File: config.mk
export PLATFORM = sky130hd
export DESIGN_NAME = dino_runner_top
export DESIGN_NICKNAME = d
export VERILOG_FILES = /design/src/logic/dino_runner_pkg.sv /design/src/logic/dino_runner_top.sv /design/src/logic/score_keeper.sv /design/src/logic/obstacle_motion.sv /design/src/logic/dino_jump.sv /design/src/logic/pixel_raster.sv /design/src/logic/frame_sequencer.sv
export VERILOG_INCLUDE_DIRS = /design/src /design/src/include
export SDC_FILE = /design/constraint.sdc
export NUM_CORES = 1
export LEC_CHECK = 0
export ABC_AREA = 1
export CORE_ASPECT_RATIO = 0.6
export CORE_MARGIN = 5
export CORE_UTILIZATION = 34
export DETAILED_ROUTE_END_ITERATION = 10
export DONT_BUFFER_PORTS = 1
export PLACE_DENSITY_LB_ADDON = 0.2
export SYNTH_ARGS = -nofsm -noshare
export SYNTH_HDL_FRONTEND = slang
export SYNTH_HIERARCHICAL = 1
export SYNTH_SLANG_ARGS = --single-unit
File: constraint.sdc
create_clock -name clk -period 6 [get_ports clk]
set_clock_uncertainty 0.05 [all_clocks]
set_input_delay 0.6 -clock clk [delete_from_list [all_inputs] [get_ports clk]]
set_output_delay 0.6 -clock clk [all_outputs]
set_load 0.005 [all_outputs]
File: src/include/dino_sprite.svh
// dino sprite offsets from the anchor and dino_runner_pkg must be imported before inclusion
`ifndef DINO_SPRITE_SVH
`define DINO_SPRITE_SVH

typedef struct packed {
	logic signed [3:0] dx;
	logic signed [3:0] dy;
} sprite_off_t;

// body cross and legs, then the 4x4 head block above it
localparam sprite_off_t DINO_SPRITE [DINO_PIXELS] = '{
	'{ 4'sd0,  4'sd0},
	'{-4'sd1,  4'sd0},
	'{-4'sd2,  4'sd0},
	'{ 4'sd1,  4'sd0},
	'{ 4'sd2,  4'sd0},
	'{ 4'sd0,  4'sd1},
	'{ 4'sd0,  4'sd2},
	'{ 4'sd0, -4'sd1},
	'{ 4'sd0, -4'sd2},
	'{-4'sd1,  4'sd3},
	'{ 4'sd1,  4'sd3},
	'{ 4'sd2,  4'sd4},
	'{-4'sd2,  4'sd4},
	'{ 4'sd3,  4'sd5},
	'{-4'sd3,  4'sd5},
	'{-4'sd2, -4'sd6},
	'{-4'sd2, -4'sd5},
	'{-4'sd2, -4'sd4},
	'{-4'sd2, -4'sd3},
	'{-4'sd1, -4'sd6},
	'{-4'sd1, -4'sd5},
	'{-4'sd1, -4'sd4},
	'{-4'sd1, -4'sd3},
	'{ 4'sd0, -4'sd6},
	'{ 4'sd0, -4'sd5},
	'{ 4'sd0, -4'sd4},
	'{ 4'sd0, -4'sd3},
	'{ 4'sd1, -4'sd6},
	'{ 4'sd1, -4'sd5},
	'{ 4'sd1, -4'sd4},
	'{ 4'sd1, -4'sd3}
};

`endif
File: src/logic/dino_runner_pkg.sv
// screen geometry and game constants for a 160x120 framebuffer with 3-bit colour
package dino_runner_pkg;

	typedef logic [7:0] coord_x_t;
	typedef logic [6:0] coord_y_t;
	typedef logic [2:0] colour_t;

	// one framebuffer write
	typedef struct packed {
		coord_x_t x;
		coord_y_t y;
		colour_t  colour;
	} pixel_t;

	// top-left corner of the obstacle block
	typedef struct packed {
		coord_x_t x;
		coord_y_t y;
	} obstacle_t;

	typedef enum logic [2:0] {
		PH_IDLE,
		PH_GROUND,
		PH_SPRITES,
		PH_HOLD,
		PH_CLEAR,
		PH_STEP
	} frame_phase_e;

	localparam coord_x_t SCREEN_W = 8'd160;
	// play area is every row above the ground line
	localparam coord_y_t GROUND_Y = 7'd106;

	localparam coord_x_t DINO_X      = 8'd15;
	localparam coord_y_t DINO_Y_REST = 7'd100;
	localparam coord_y_t DINO_Y_TOP  = 7'd60;

	localparam coord_x_t OBST_X_START = 8'd151;
	localparam coord_y_t OBST_Y_BASE  = 7'd98;
	localparam coord_y_t OBST_Y_STEP  = 7'd15;
	localparam logic [3:0] OBST_SIZE  = 4'd8;

	localparam logic [4:0] DINO_PIXELS = 5'd31;

	localparam colour_t COLOUR_WHITE   = 3'b111;
	localparam colour_t COLOUR_MAGENTA = 3'b101;
	localparam colour_t COLOUR_BLACK   = 3'b000;

endpackage

File: src/logic/dino_runner_top.sv
// runner game drawn as a pixel-write stream and ends before any VGA adapter
`timescale 1ns/10ps

module dino_runner_top #(
	parameter int HOLD_CYCLES = 250000,
	parameter int SCORE_FRAMES = 200
) (
	input  logic clk,
	input  logic rst,
	input  logic start,
	input  logic jump,
	input  dino_runner_pkg::colour_t ground_colour,
	output logic plot,
	output dino_runner_pkg::pixel_t pixel,
	output logic [7:0] score,
	output logic alive
);
	import dino_runner_pkg::*;

	frame_phase_e phase;
	logic phase_done;
	logic step;
	logic running;
	coord_y_t dino_y;
	obstacle_t obstacle;

	frame_sequencer #(
		.HOLD_CYCLES(HOLD_CYCLES)
	) u_frame_sequencer (
		.clk(clk),
		.rst(rst),
		.start(start),
		.phase_done(phase_done),
		.phase(phase),
		.step(step)
	);

	pixel_raster u_pixel_raster (
		.clk(clk),
		.rst(rst),
		.phase(phase),
		.dino_y(dino_y),
		.obstacle(obstacle),
		.ground_colour(ground_colour),
		.plot(plot),
		.pixel(pixel),
		.phase_done(phase_done)
	);

	dino_jump u_dino_jump (
		.clk(clk),
		.rst(rst),
		.step(step),
		.jump(jump),
		.dino_y(dino_y)
	);

	obstacle_motion u_obstacle_motion (
		.clk(clk),
		.rst(rst),
		.step(step),
		.jump(jump),
		.obstacle(obstacle),
		.running(running)
	);

	score_keeper #(
		.SCORE_FRAMES(SCORE_FRAMES)
	) u_score_keeper (
		.clk(clk),
		.rst(rst),
		.step(step),
		.running(running),
		.dino_y(dino_y),
		.obstacle(obstacle),
		.score(score),
		.alive(alive)
	);

endmodule

File: src/logic/score_keeper.sv
// collision and score checked on the cycle after step and SCORE_FRAMES must be at least 1
`timescale 1ns/10ps

module score_keeper #(
	parameter int SCORE_FRAMES = 200
) (
	input  logic clk,
	input  logic rst,
	input  logic step,
	input  logic running,
	input  dino_runner_pkg::coord_y_t dino_y,
	input  dino_runner_pkg::obstacle_t obstacle,
	output logic [7:0] score,
	output logic alive
);
	import dino_runner_pkg::*;

	localparam int CNT_W = $clog2(SCORE_FRAMES + 1);
	localparam logic [CNT_W-1:0] CNT_LAST = CNT_W'(SCORE_FRAMES - 1);

	logic check;
	logic hit;
	logic [CNT_W-1:0] frame_cnt;

	// obstacle within two columns of the dino and the dino low enough to touch it
	assign hit = (obstacle.x >= DINO_X - 8'd2) && (obstacle.x <= DINO_X + 8'd2)
		&& (dino_y >= obstacle.y - 7'd2);

	always_ff @(posedge clk or posedge rst) begin
		if (rst) begin
			check <= 1'b0;
			alive <= 1'b1;
			score <= '0;
			frame_cnt <= '0;
		end else begin
			// positions settle one cycle after step
			check <= step;
			if (check && running && alive) begin
				if (hit) begin
					alive <= 1'b0;
				end else if (frame_cnt == CNT_LAST) begin
					frame_cnt <= '0;
					score <= score + 8'd1;
				end else begin
					frame_cnt <= frame_cnt + CNT_W'(1);
				end
			end
		end
	end

endmodule

File: src/logic/obstacle_motion.sv
// obstacle position and LFSR height which stay frozen until the first step with jump high
`timescale 1ns/10ps

module obstacle_motion (
	input  logic clk,
	input  logic rst,
	input  logic step,
	input  logic jump,
	output dino_runner_pkg::obstacle_t obstacle,
	output logic running
);
	import dino_runner_pkg::*;

	logic [3:0] lfsr;
	logic [3:0] lfsr_next;

	// xnor feedback so the all-zero reset state is legal
	assign lfsr_next = {lfsr[2:0], ~(lfsr[3] ^ lfsr[2])};

	always_ff @(posedge clk or posedge rst) begin
		if (rst) begin
			obstacle.x <= OBST_X_START;
			obstacle.y <= OBST_Y_BASE;
			running <= 1'b0;
			lfsr <= 4'd0;
		end else if (step) begin
			if (jump)
				running <= 1'b1;
			if (running) begin
				lfsr <= lfsr_next;
				if (obstacle.x == '0) begin
					// back to the right edge at a new height
					obstacle.x <= OBST_X_START;
					obstacle.y <= OBST_Y_BASE - OBST_Y_STEP * {5'd0, lfsr_next[1:0]};
				end else begin
					obstacle.x <= obstacle.x - 8'd1;
				end
			end
		end
	end

endmodule

File: src/logic/dino_jump.sv
// dino anchor row which moves by one row per step cycle only
`timescale 1ns/10ps

module dino_jump (
	input  logic clk,
	input  logic rst,
	input  logic step,
	input  logic jump,
	output dino_runner_pkg::coord_y_t dino_y
);
	import dino_runner_pkg::*;

	logic rising;
	logic going_up;

	// a jump only starts from the ground
	assign going_up = rising || (jump && (dino_y == DINO_Y_REST));

	always_ff @(posedge clk or posedge rst) begin
		if (rst) begin
			dino_y <= DINO_Y_REST;
			rising <= 1'b0;
		end else if (step) begin
			if (going_up) begin
				dino_y <= dino_y - 7'd1;
				// turn around once the top row is reached
				rising <= (dino_y - 7'd1) != DINO_Y_TOP;
			end else if (dino_y != DINO_Y_REST) begin
				dino_y <= dino_y + 7'd1;
			end
		end
	end

endmodule

File: src/logic/pixel_raster.sv
// pixel write generator with one registered stage and no back-pressure on plot
`timescale 1ns/10ps

module pixel_raster (
	input  logic clk,
	input  logic rst,
	input  dino_runner_pkg::frame_phase_e phase,
	input  dino_runner_pkg::coord_y_t dino_y,
	input  dino_runner_pkg::obstacle_t obstacle,
	input  dino_runner_pkg::colour_t ground_colour,
	output logic plot,
	output dino_runner_pkg::pixel_t pixel,
	output logic phase_done
);
	import dino_runner_pkg::*;
	`include "dino_sprite.svh"

	// dino pixels first, then the obstacle block
	localparam logic [6:0] SPR_LAST = 7'(DINO_PIXELS) + 7'(OBST_SIZE) * 7'(OBST_SIZE) - 7'd1;
	localparam coord_x_t LAST_X = SCREEN_W - 8'd1;
	localparam coord_y_t CLR_LAST_Y = GROUND_Y - 7'd1;

	coord_x_t gnd_x;
	logic [6:0] spr_idx;
	coord_x_t clr_x;
	coord_y_t clr_y;

	logic [5:0] obst_idx;
	sprite_off_t off;
	logic gnd_last;
	logic spr_last;
	logic clr_last;
	logic draw;
	pixel_t next_pixel;

	always_comb begin
		obst_idx = 6'(spr_idx - 7'(DINO_PIXELS));
		off = (spr_idx < 7'(DINO_PIXELS)) ? DINO_SPRITE[spr_idx[4:0]] : '0;
		gnd_last = (gnd_x == LAST_X);
		spr_last = (spr_idx == SPR_LAST);
		clr_last = (clr_x == LAST_X) && (clr_y == CLR_LAST_Y);
		draw = 1'b0;
		phase_done = 1'b0;
		next_pixel = '0;
		case (phase)
			PH_GROUND: begin
				draw = 1'b1;
				phase_done = gnd_last;
				next_pixel.x = gnd_x;
				next_pixel.y = GROUND_Y;
				next_pixel.colour = ground_colour;
			end
			PH_SPRITES: begin
				draw = 1'b1;
				phase_done = spr_last;
				if (spr_idx < 7'(DINO_PIXELS)) begin
					// sign-extend the table offsets
					next_pixel.x = DINO_X + {{4{off.dx[3]}}, off.dx};
					next_pixel.y = dino_y + {{3{off.dy[3]}}, off.dy};
					next_pixel.colour = COLOUR_WHITE;
				end else begin
					// raster order, row in bits 5..3
					next_pixel.x = obstacle.x + {5'd0, obst_idx[2:0]};
					next_pixel.y = obstacle.y + {4'd0, obst_idx[5:3]};
					next_pixel.colour = COLOUR_MAGENTA;
				end
			end
			PH_CLEAR: begin
				draw = 1'b1;
				phase_done = clr_last;
				next_pixel.x = clr_x;
				next_pixel.y = clr_y;
				next_pixel.colour = COLOUR_BLACK;
			end
			default: begin
				draw = 1'b0;
			end
		endcase
	end

	always_ff @(posedge clk or posedge rst) begin
		if (rst) begin
			plot <= 1'b0;
			pixel <= '0;
			gnd_x <= '0;
			spr_idx <= '0;
			clr_x <= '0;
			clr_y <= '0;
		end else begin
			plot <= draw;
			if (draw)
				pixel <= next_pixel;
			case (phase)
				PH_GROUND: begin
					gnd_x <= gnd_last ? '0 : gnd_x + 8'd1;
				end
				PH_SPRITES: begin
					spr_idx <= spr_last ? '0 : spr_idx + 7'd1;
				end
				PH_CLEAR: begin
					if (clr_x == LAST_X) begin
						clr_x <= '0;
						clr_y <= clr_last ? '0 : clr_y + 7'd1;
					end else begin
						clr_x <= clr_x + 8'd1;
					end
				end
				default: begin
					gnd_x <= gnd_x;
				end
			endcase
		end
	end

endmodule

File: src/logic/frame_sequencer.sv
// frame phase FSM and HOLD_CYCLES must be at least 1
`timescale 1ns/10ps

module frame_sequencer #(
	parameter int HOLD_CYCLES = 250000
) (
	input  logic clk,
	input  logic rst,
	input  logic start,
	input  logic phase_done,
	output dino_runner_pkg::frame_phase_e phase,
	output logic step
);
	import dino_runner_pkg::*;

	localparam int HOLD_W = $clog2(HOLD_CYCLES + 1);
	localparam logic [HOLD_W-1:0] HOLD_LAST = HOLD_W'(HOLD_CYCLES - 1);

	frame_phase_e next_phase;
	logic [HOLD_W-1:0] hold_cnt;
	logic hold_end;

	assign hold_end = (phase == PH_HOLD) && (hold_cnt == HOLD_LAST);

	// game state modules advance only here
	assign step = (phase == PH_STEP);

	always_comb begin
		next_phase = phase;
		case (phase)
			PH_IDLE: begin
				if (start)
					next_phase = PH_GROUND;
			end
			// ground is drawn once per game
			PH_GROUND: begin
				if (phase_done)
					next_phase = PH_SPRITES;
			end
			PH_SPRITES: begin
				if (phase_done)
					next_phase = PH_HOLD;
			end
			PH_HOLD: begin
				if (hold_end)
					next_phase = PH_CLEAR;
			end
			PH_CLEAR: begin
				if (phase_done)
					next_phase = PH_STEP;
			end
			PH_STEP: begin
				next_phase = PH_SPRITES;
			end
			default: begin
				next_phase = PH_IDLE;
			end
		endcase
	end

	always_ff @(posedge clk or posedge rst) begin
		if (rst) begin
			phase <= PH_IDLE;
			hold_cnt <= '0;
		end else begin
			phase <= next_phase;
			if (hold_end)
				hold_cnt <= '0;
			else if (phase == PH_HOLD)
				hold_cnt <= hold_cnt + HOLD_W'(1);
		end
	end

endmodule

==> results of run 1 <==
==> synth_stat cells (8+ instances only) <==
| cell type | instances |
|---|---|
| o21ai_0 | 30 |
| nor2_4 | 11 |
| xor2_1 | 23 |
| nor3_1 | 18 |
| nand3_1 | 102 |
| ha_1 | 47 |
| nand4_1 | 33 |
| buf_4 | 9 |
| buf_2 | 11 |
| o22ai_1 | 9 |
| nand2_1 | 288 |
| nand3_2 | 9 |
| xnor2_1 | 19 |
| dfstp_2 | 12 |
| nand2_2 | 12 |
| a21oi_1 | 34 |
| inv_1 | 141 |
| inv_2 | 14 |
| dfrtp_1 | 103 |
| o21ai_1 | 8 |
| nor2_1 | 84 |
==> metal layers <==
layer,track usage (%),routed length (µm),vias up
met3,5.48,1680,12
met2,20.6,7710,173
met5,0,0,-
li1,-,-,3529
met4,3.64,173,0
met1,25.3,11500,3159
==> sequential cells by signal, summed over array words and instances, names as in the netlist <==
name and count:
u_pixel_raster/pixel 18, u_score_keeper/alive 1, u_dino_jump/rising 1, u_frame_sequencer/phase 3, u_frame_sequencer/hold_cnt 18, u_obstacle_motion/lfsr 4
u_obstacle_motion/obstacle 14, u_pixel_raster/gnd_x 8, u_dino_jump/dino_y 7, u_pixel_raster/clr_x 8, u_pixel_raster/clr_y 7, u_pixel_raster/spr_idx 7
u_score_keeper/check 1, u_score_keeper/frame_cnt 8, u_obstacle_motion/running 1, u_score_keeper/score 8, u_pixel_raster/plot 1
==> through the flow <==
step	setup slack [ps]	total power, µW	hold WS, ps	utilization, %	instance area (µm²)
2_1_floorplan	3360	2420	364	-	8160
3_3_place_gp	3120	2850	412	35.9	8390
3_5_place_dp	2970	2830	413	35.9	8390
4_1_cts	2950	3860	135	38.4	8970
5_1_grt	2630	4180	194	38.4	8970
6_report	2940	3840	125	38.4	8970
==> cells by family (layout without fill, tap and decap cells) <==
family,after synthesis,count (layout),share of synthesized area (%)
AO/OA/AOI/OAI,110,110,8.06
XOR/XNOR,42,42,4.51
adder cells (fa/ha/maj),50,50,7.94
buffers and inverters,182,192,9.46
flip-flops,115,115,35.4
other,1,1,0.0459
AND/OR/NAND/NOR,593,593,34.5
==> area by class of cell <==
cell class,instances,area [µm²]
tap,315,394
fill,2438,14400
sequential,115,2890
clock buffer,22,464
timing repair buffer,3,25.0
inverter,157,592
multi-input combinational,796,4500
clock inverter,10,108
==> worst max-delay path: stages (launching register included) <==
cell	delay, ps
dfrtp_1	530
inv_1	180
ha_1	400
inv_1	110
nand2_1	90
a21oi_1	70
a211oi_1	210
ha_1	230
inv_1	60
fa_1	410
nor3_1	220
nor2_1	90
inv_1	60
nand3_1	70
nand3_1	90
a21oi_1	70
==> path summary, 6_finish.rpt <==
path | cells past startpoint | start | to | slack [ps]
worst max-delay path | 15 | u_pixel_raster/spr_idx[0] | u_pixel_raster/pixel[9] | 2940
worst min-delay path | 1 | rst | u_score_keeper/frame_cnt[7] | 130
worst max register to register | 15 | u_pixel_raster/spr_idx[0] | u_pixel_raster/pixel[9] | 2940
worst min register to register | 2 | u_score_keeper/alive | u_score_keeper/alive | 430
max in group asynchronous | 2 | rst | u_dino_jump/dino_y[2] | 5050
min in group clk | 1 | jump | u_obstacle_motion/running | 250
==> repair_timing <==
action	in CTS	in global routing
resized for setup	0	0
hold endpoints to repair	5	0
hold buffers	1	0
==> power breakdown <==
part | internal, µW | leakage [µW] | switching, µW
sequential | 969 | 0.00149 | 277
combinational | 566 | 0.00258 | 1030
clock | 629 | 0.000287 | 370
total | 2160 | 0.00436 | 1680
==> summary.txt, run 1 <==
Synthesis
  • Post-synthesis sequential area ratio: 35.4%
  • Synth Instances: 1093
  • Post-synth EDFFs: 0
  • Main synth FF type: dfrtp_1
  • Synth cell types: 54
  • Top area cells in the synthesized netlist: dfrtp_1 32%, nand2_1 13%, ha_1 7.2%, inv_1 6.5%, nand3_1 6.3%
  • Share of the synthesized area in the top cell type: 31.6%
  • Syn Area/Cell: 7.47 µm²
  • Synthesized flop and latch total: 115
  • Synth Warn #: 6
  • Net Count, Synth: 1150
  • Mapped cell area: 8160 µm²
  • Synth area leader: dfrtp_1
  • Post-synth ARST share: 100%

Timing
  • Hold Vio Cnt, Final: 0
  • Endpoints failing setup: 0
  • Max Slew Vio Count: 0
  • RSZ-0062 raised after global routing: no
  • Slew @ Worst Pin: 971 ps
  • TNS Setup: 0 ps
  • Final min period: 3060 ps
  • FMAX: 0.326 GHz
  • Period utilization: 51.1%
  • Max-slew headroom: 35.0%

Layout
  • Most frequent cells in the layout: 288 x nand2_1, 140 x inv_1, 103 x dfrtp_1, 102 x nand3_1, 84 x nor2_1
  • Area grow syn2layout: 9.93%
  • Nets: 1147
  • Share of layout cells above drive strength 1: 10.7%
  • Most common cell after layout, fill and taps aside: nand2_1
  • Non-Filler Instances: 1418
  • Antenna Cells: 0

Clocking
  • Depth of the CTS H-tree: 4
  • Clock sinks: 115
  • Clk_lat worst skew: 430 ps
  • Register clock-pin slew on the reported worst setup and hold paths: 60 ps
  • Root Buffer Master: clkbuf_16
  • CTS tree: yes
  • Post-CTS setup buffers: 0
  • TritonCTS Buffers: 17
  • Clock Tree Buf Depth: 2

Placed design
  • Port bufs: 0
  • Hpwl dp: 15.7 mm
  • Final GP Congestion: 0.928
  • Cell Count Post-Placement: 1385

Critical path
  • WP data arrival: 3320 ps
  • Crit end category: flip-flop
  • CP Class: flip-flop to flip-flop
  • Critical path launch point type: flip-flop
  • CP Data Required Time: 6250 ps
  • Crit Path Max Fanout: 10

Global routing
  • Gr ovfl total: 0
  • Largest net degree at the start of global routing: 50
  • Total track usage: 16.1%
  • Antenna violations before repair: 0
  • First-pass GRT wire length: 34.9 mm
  • Number of global-route vias before repair: 6420

Floorplanning
  • Die width: 210 µm
  • I/O pins: 35
  • Die Area: 27300 µm²
  • Initial Util: 35.0%
  • Die height: 130 µm
  • Core area: 23300 µm²
  • Row Count: 43

Power and ir drop
  • Leak: 0.00436 µW
  • VDD IR-drop max: 260 µV
  • Pwr dens: 428 nW/µm²

Route
  • Avg WL per Cell: 14.8 µm
  • Post-DRT Antenna Nets: 0
  • Starting DRT DRC Count: 548
  • Drt first pass iters: 5
  • Drc violations: 0
  • Via density: 4.85
  • Total Routed Length: 21.0 mm
  • Vias: 6873

Run status
  • Outcome: completed

Worst hold path
  • Class of the worst hold path: input pin to async pin

Flow run
  • Max-cap viol count: 0
(Power assumes the default switching activity.)
==> run 2, diff against run 1 <==
==> constraint.sdc (replaced) <==
create_clock -name clk -period 3.1 [get_ports clk]
set_clock_uncertainty 0.05 [all_clocks]
set_input_delay 0.31 -clock clk [delete_from_list [all_inputs] [get_ports clk]]
set_output_delay 0.31 -clock clk [all_outputs]
set_load 0.005 [all_outputs]
==> run 2 against run 1 <==
Net effect:
- setup slack got worse by 2700 ps
- clock-buffer cell count fell by 3
- critical endpoint unchanged
- combinational power increased by 110%
- first-iteration DRC count is 11% higher
- routed wire length grew 2.8%
- core utilization rose by 0.95 points
- sequential cell count unchanged
- final area is 2.5% higher
- fmax grew 7.3%
- largest power group unchanged
- die area unchanged
==> summary.txt, run 2 (synthesis results as in run 1) <==
Power and ir drop
  • Pwr dens: 846 nW/µm²
  • VDD IR-drop max: 419 µV
  • Leak: 0.00445 µW
  • Total power: 7780 µW

Worst hold path
  • WHS Path Cells: 4
  • Class of the worst hold path: input pin to flip-flop
  • Critical hold path startpoint: jump

Timing
  • Period utilization: 92.1%
  • Max-slew headroom: 39.7%
  • RSZ-0062 raised after global routing: no
  • Final min period: 2860 ps
  • Endpoints failing setup: 0
  • FMAX: 0.350 GHz
  • TNS Setup: 0 ps
  • Min Hold Slack: 135 ps
  • Hold Vio Cnt, Final: 0
  • Max Slew Vio Count: 0
  • Slew @ Worst Pin: 904 ps

Critical path
  • Worst setup path end: u_pixel_raster/pixel[9]
  • Cell breakdown of the critical path: ha_1 > ha_1 > or2_2 > nand3_1 > a21oi_1 > ha_1 > nand2_1 > inv_1 > nand2_1 > nand2_1 > nor2_1 > inv_1 > nand3_1 > nand3_1 > a21oi_1
  • Max stage delay on crit path: 450 ps
  • Worst-case reg-to-reg path depth: 15
  • Number of cells on the critical path: 15
  • Reg2reg start: u_pixel_raster/spr_idx[0]
  • Crit Path Max Fanout: 6
  • Critical path launch point type: flip-flop
  • R2R Setup Slk: 240 ps
  • CP Class: flip-flop to flip-flop
  • WP buf/inv: 2
  • CP Data Required Time: 3380 ps
  • Critical Path Start: u_pixel_raster/spr_idx[0]
  • CP delay by family, top: simple AND/OR/NAND/NOR gates
  • WP data arrival: 3130 ps
  • CP max-delay cell: dfrtp_2
  • RR Endpoint: u_pixel_raster/pixel[9]
  • Crit end category: flip-flop

Clocking
  • Register clock-pin slew on the reported worst setup and hold paths: 60 ps
  • Post-CTS setup buffers: 0
  • Depth of the CTS H-tree: 4
  • Clock Tree Buf Depth: 2
  • CTS tree: yes
  • TritonCTS Buffers: 17
  • Clk_lat worst skew: 420 ps
  • Root Buffer Master: clkbuf_16
  • Clock sinks: 115

Layout
  • Top flop regs: u_frame_sequencer/hold_cnt (18), u_pixel_raster/pixel (18), u_obstacle_motion/obstacle (14)
  • Antenna Cells: 0
  • Fin util: 39.4%
  • Area grow syn2layout: 12.6%
  • Nets: 1166
  • Most frequent cells in the layout: 288 x nand2_1, 140 x inv_1, 102 x nand3_1, 101 x dfrtp_1, 84 x nor2_1
  • Share of layout cells above drive strength 1: 12.3%
  • Most common cell after layout, fill and taps aside: nand2_1

Flow run
  • Max-cap viol count: 0

Floorplanning
  • Row Count: 43
  • Die width: 210 µm
  • Die height: 130 µm
  • Die Area: 27300 µm²
  • Initial Util: 35.0%
  • Core area: 23300 µm²
  • I/O pins: 35

Global routing
  • Antenna violations before repair: 0
  • First-pass GRT wire length: 35.6 mm
  • Total track usage: 16.3%
  • Largest net degree at the start of global routing: 33
  • Number of global-route vias before repair: 6450
  • Gr ovfl total: 0

Route
  • Drt first pass iters: 6
  • Via density: 4.83
  • Drc violations: 0
  • Vias: 6944
  • Avg WL per Cell: 15.0 µm
  • Starting DRT DRC Count: 607
  • Post-DRT Antenna Nets: 0
  • Total Routed Length: 21.6 mm

Placed design
  • Port bufs: 0
  • Hpwl dp: 16.1 mm
  • Final GP Congestion: 0.866

Run status
  • Outcome: completed
## run 2: changes by cell type in the layout (fill, tap and decap cells not counted), sizes merged
cell | previous run | this run
buf | 2 | 17
clkbuf | 22 | 19
dlygate4sd3 | 1 | 5
clkinvlp | 0 | 4
bufinv | 2 | 4
clkinv | 9 | 5
inv | 156 | 157
## run 2: how the worst min path moves through the flow
| stage | endpoint | slack (ps) |
|---|---|---|
| floorplan | u_dino_jump/dino_y[0] | 70 |
| global placement | u_dino_jump/rising | 140 |
| detailed placement | u_dino_jump/rising | 140 |
| CTS | u_dino_jump/dino_y[6] | 120 |
| global route | u_dino_jump/dino_y[6] | 140 |
| finish | u_dino_jump/dino_y[6] | 140 |
## run 2: power breakdown
part / internal, µW / total [µW] / switching [µW]
logic: 1170 / 3260 / 2090
registers: 1880 / 2400 / 518
clock network: 1370 / 2120 / 755
total: 4420 / 7780 / 3360
## run 2: layer usage
metal	global-route usage [%]	up-vias	wire length, µm
met3	4.76	5	1640
met4	3.30	0	74
met5	0	-	0
met2	21.4	182	8000
met1	25.9	3190	11900
li1	-	3567	-
## run 2: final cells by class
type	instances	area [µm²]
sequential	115	2900
inverter	157	592
clock buffer	19	443
clock inverter	13	183
tap	315	394
multi-input combinational	796	4510
timing repair buffer	22	178
fill	2414	14200
## run 2: through the flow
step                setup WS, ps  instance area, µm²  instances
CTS                          188                9180       1437
global route                80.3                9200       1437
floorplan                    462                8160       1093
detailed placement           217                8500       1400
global placement             286                8500       1400
finish                       244                9200       1437
## run 2: worst register-to-register path: stages, from the launching register on
cell and delay, ps:
dfrtp_2 450, ha_1 290, ha_1 210, or2_2 290
nand3_1 200, a21oi_1 170, ha_1 380, nand2_1 110
inv_1 40, nand2_1 60, nand2_1 40, nor2_1 130
inv_1 60, nand3_1 80, nand3_1 80, a21oi_1 150
## run 2: what timing repair did
item | CTS | global route
endpoints found under the hold margin | 92 | 0
hold buffers | 5 | 0
endpoints found under the setup margin | 0 | 2
resized for setup | 0 | 3
==> run 3, diff against run 2 <==
--- a/config.mk
+++ b/config.mk
@@ -6,7 +6,6 @@
 export SDC_FILE = /design/constraint.sdc
 export NUM_CORES = 1
 export LEC_CHECK = 0
-export ABC_AREA = 1
 export CORE_ASPECT_RATIO = 0.6
 export CORE_MARGIN = 5
 export CORE_UTILIZATION = 34
==> run 3 against run 2 <==
Net effect:
- final area is 2.4% lower
- fmax decreased by 2.6%
- final cell count fell by 17%
- worst hold slack worse by 66 ps
- critical path type unchanged
- largest power group is now the clock network
==> summary.txt, run 3 <==
Run status
  • Outcome: completed

Floorplanning
  • Initial Util: 34.8%
  • Core area: 22200 µm²
  • Die height: 127 µm
  • Die Area: 25900 µm²
  • Row Count: 42
  • Die width: 205 µm
  • I/O pins: 35

Route
  • Starting DRT DRC Count: 656
  • DR WL met3: 1.59 mm
  • Total Routed Length: 21.2 mm
  • Avg WL per Cell: 17.9 µm
  • Met1 WL: 11.9 mm
  • Drt first pass iters: 5
  • Top layer in use: met4
  • Drc violations: 0
  • Post-DRT Antenna Nets: 0
  • Vias: 6364
  • Via density: 5.36
  • Met2 wire len: 7.52 mm

Power and ir drop
  • Total power: 3750 µW
  • Switching pwr: 835 µW
  • Clock share of power: 58.4%
  • VDD IR-drop max: 349 µV
  • Pwr dens: 418 nW/µm²
  • Cell Int Power: 2910 µW
  • Logic pwr share: 1.4%
  • Leak: 0.00376 µW
  • Sw Share: 22.3%
  • Sequential Power Share: 40.2%

Layout
  • Area grow syn2layout: 16.1%
  • Top flop regs: u_frame_sequencer/hold_cnt (18), u_pixel_raster/pixel (18), u_obstacle_motion/obstacle (14)
  • Most frequent cells in the layout: 101 x dfrtp_1, 70 x nand2_1, 60 x nor2_1, 52 x inv_1, 48 x o21ai_0
  • Antenna Cells: 0
  • Filler cell count in the final layout: 2204
  • Share of layout cells above drive strength 1: 15.9%
  • Nets: 923
  • Most common cell after layout, fill and taps aside: dfrtp_1
  • Cell area after layout: 8970 µm²
  • Non-Filler Instances: 1187
  • Fin util: 40.4%

Synthesis
  • Syn Area/Cell: 9.31 µm²
  • Post-synth top cells: 103 x dfrtp_1, 70 x nand2_1, 60 x nor2_1
  • Synthesized flop and latch total: 115
  • Synth Warn #: 6
  • Post-synthesis sequential area ratio: 37.4%
  • Most frequent cell after synthesis: dfrtp_1
  • Synth cell types: 98
  • Synth area leader: dfrtp_1
  • Post-synth EDFFs: 0
  • Synth Instances: 830
  • Post-synth ARST share: 100%
  • Mapped cell area: 7730 µm²
  • Top area cells in the synthesized netlist: dfrtp_1 33%, ha_1 7.6%, dfstp_2 4.1%, xnor2_1 3.6%, nand2_1 3.4%
  • Share of the synthesized area in the top cell type: 33.3%
  • Main synth FF type: dfrtp_1
  • Net Count, Synth: 887

Placed design
  • Cell Count Post-Placement: 1147
  • Final GP Congestion: 0.873
  • Pre-CTS WS: 104 ps
  • Hpwl dp: 15.8 mm
  • Post-DP Area: 8230 µm²
  • Port bufs: 0

Timing
  • FMAX: 0.341 GHz
  • Final min period: 2930 ps
  • Max Slew Vio Count: 0
  • Period utilization: 94.5%
  • Endpoints failing setup: 0
  • Max-slew headroom: 27.8%
  • Slew @ Worst Pin: 1080 ps
  • Hold Vio Cnt, Final: 0
  • PnR worst setup slack: 169 ps

Global routing
  • Antenna violations before repair: 0
  • Largest net degree at the start of global routing: 46
  • Number of global-route vias before repair: 5946
  • Total track usage: 16.9%
  • Gr ovfl total: 0
  • First-pass GRT wire length: 34.4 mm

Clocking
  • Depth of the CTS H-tree: 4
  • TritonCTS Buffers: 17
  • Register clock-pin slew on the reported worst setup and hold paths: 60 ps
  • Clock sinks: 115
  • Clock Tree Buf Depth: 2
  • Clk_lat worst skew: 430 ps
  • Root Buffer Master: clkbuf_16
  • CTS tree: yes

Critical path
  • Crit Path Max Fanout: 12
  • CP Class: flip-flop to flip-flop
  • CP Data Required Time: 3370 ps
  • Reg2reg start: u_obstacle_motion/obstacle[1]
  • R2R Setup Slk: 170 ps
  • WP data arrival: 3200 ps
  • Critical path launch point type: flip-flop
  • Crit end category: flip-flop
  • Critical Path Start: u_obstacle_motion/obstacle[1]

Worst hold path
  • Critical hold path startpoint: ground_colour[0]
  • Class of the worst hold path: input pin to flip-flop

Flow run
  • Max-cap viol count: 0
-- run 3: cell count changes in the layout (fill, tap and decap cells not counted), moves of 12 or more --
cell     previous run  this run
buf_4              17        40
inv_1             140        52
inv_2              15         3
nand2_1           288        70
nand2_2            12         0
nand3_1           102        20
nand4_1            33        19
nor2_1             84        60
o21ai_0            30        48
xnor2_1            19        32
-- run 3: logic make-up (layout without fill, tap and decap cells) --
logic type	Yosys count	count (layout)	share of synthesized area [%]
xor+xnor	55	55	6.23
fa+ha+maj	50	50	8.39
compound gates	215	215	19.2
buf+inv	82	131	4.73
mux	24	24	3.50
simple gates	288	288	20.5
other cells	1	1	0.0485
flops	115	115	37.4
-- run 3: critical path, stage by stage, from the launching register on --
cell       delay (ps)
dfstp_2           600
inv_1              60
ha_1              220
nand2_1            80
xor2_1            150
ha_1              260
a21o_1            220
a2111oi_4         400
o21ai_4           220
buf_4             190
a21o_1            140
a22o_1            220
-- run 3: power by group through the flow --
stage	Sequential [µW]	Combinational (µW)	Clock, µW
floorplan	1530	34.7	0
global placement	1530	49.7	0
detailed placement	1530	49.8	0
CTS	1510	54.8	2250
global route	1510	62.1	2320
finish	1510	51.8	2190
-- run 3: layout make-up --
type	count	area, µm²	area share [%]
Clock buffer	19	453	5.05
Clock inverter	13	195	2.18
Inverter	56	210	2.34
Multi-Input combinational cell	633	4500	50.2
Sequential cell	115	2900	32.3
Tap cell	308	385	4.30
Timing Repair Buffer	43	330	3.68
-- run 3: worst paths after layout --
| path | end | depth (start not counted) |
|---|---|---|
| worst max-delay path | u_score_keeper/frame_cnt[7] | 11 |
| worst min-delay path | u_pixel_raster/pixel[0] | 3 |
| worst max register to register | u_score_keeper/frame_cnt[7] | 11 |
| worst min register to register | u_score_keeper/alive | 1 |
| max in group asynchronous | u_pixel_raster/spr_idx[1] | 2 |
| min in group asynchronous | u_dino_jump/dino_y[1] | 2 |
-- run 3: per-stage QoR --
| stage | setup TNS (ps) | hold WS (ps) |
|---|---|---|
| finish | 0 | 69.3 |
| global route | -25.4 | 58.2 |
| CTS | 0 | 40.9 |
| detailed placement | 0 | 139 |
| global placement | 0 | 141 |
| floorplan | 0 | 73.5 |
-- run 3: what timing repair did --
| item | 4_1_cts | 5_1_grt |
|---|---|---|
| endpoints found under the setup margin | 0 | 12 |
| hold endpoints to repair | 67 | 0 |
| resized for setup | 0 | 6 |
| setup buffers | 0 | 5 |
| hold buffers | 3 | 0 |
-- run 3: metal layers --
| metal | track usage, % | vias to the layer above |
|---|---|---|
| met3 | 5.28 | 13 |
| met5 | 0 | - |
| met1 | 28.6 | 3068 |
| met2 | 19.6 | 180 |
| li1 | - | 3103 |
| met4 | 4.06 | 0 |
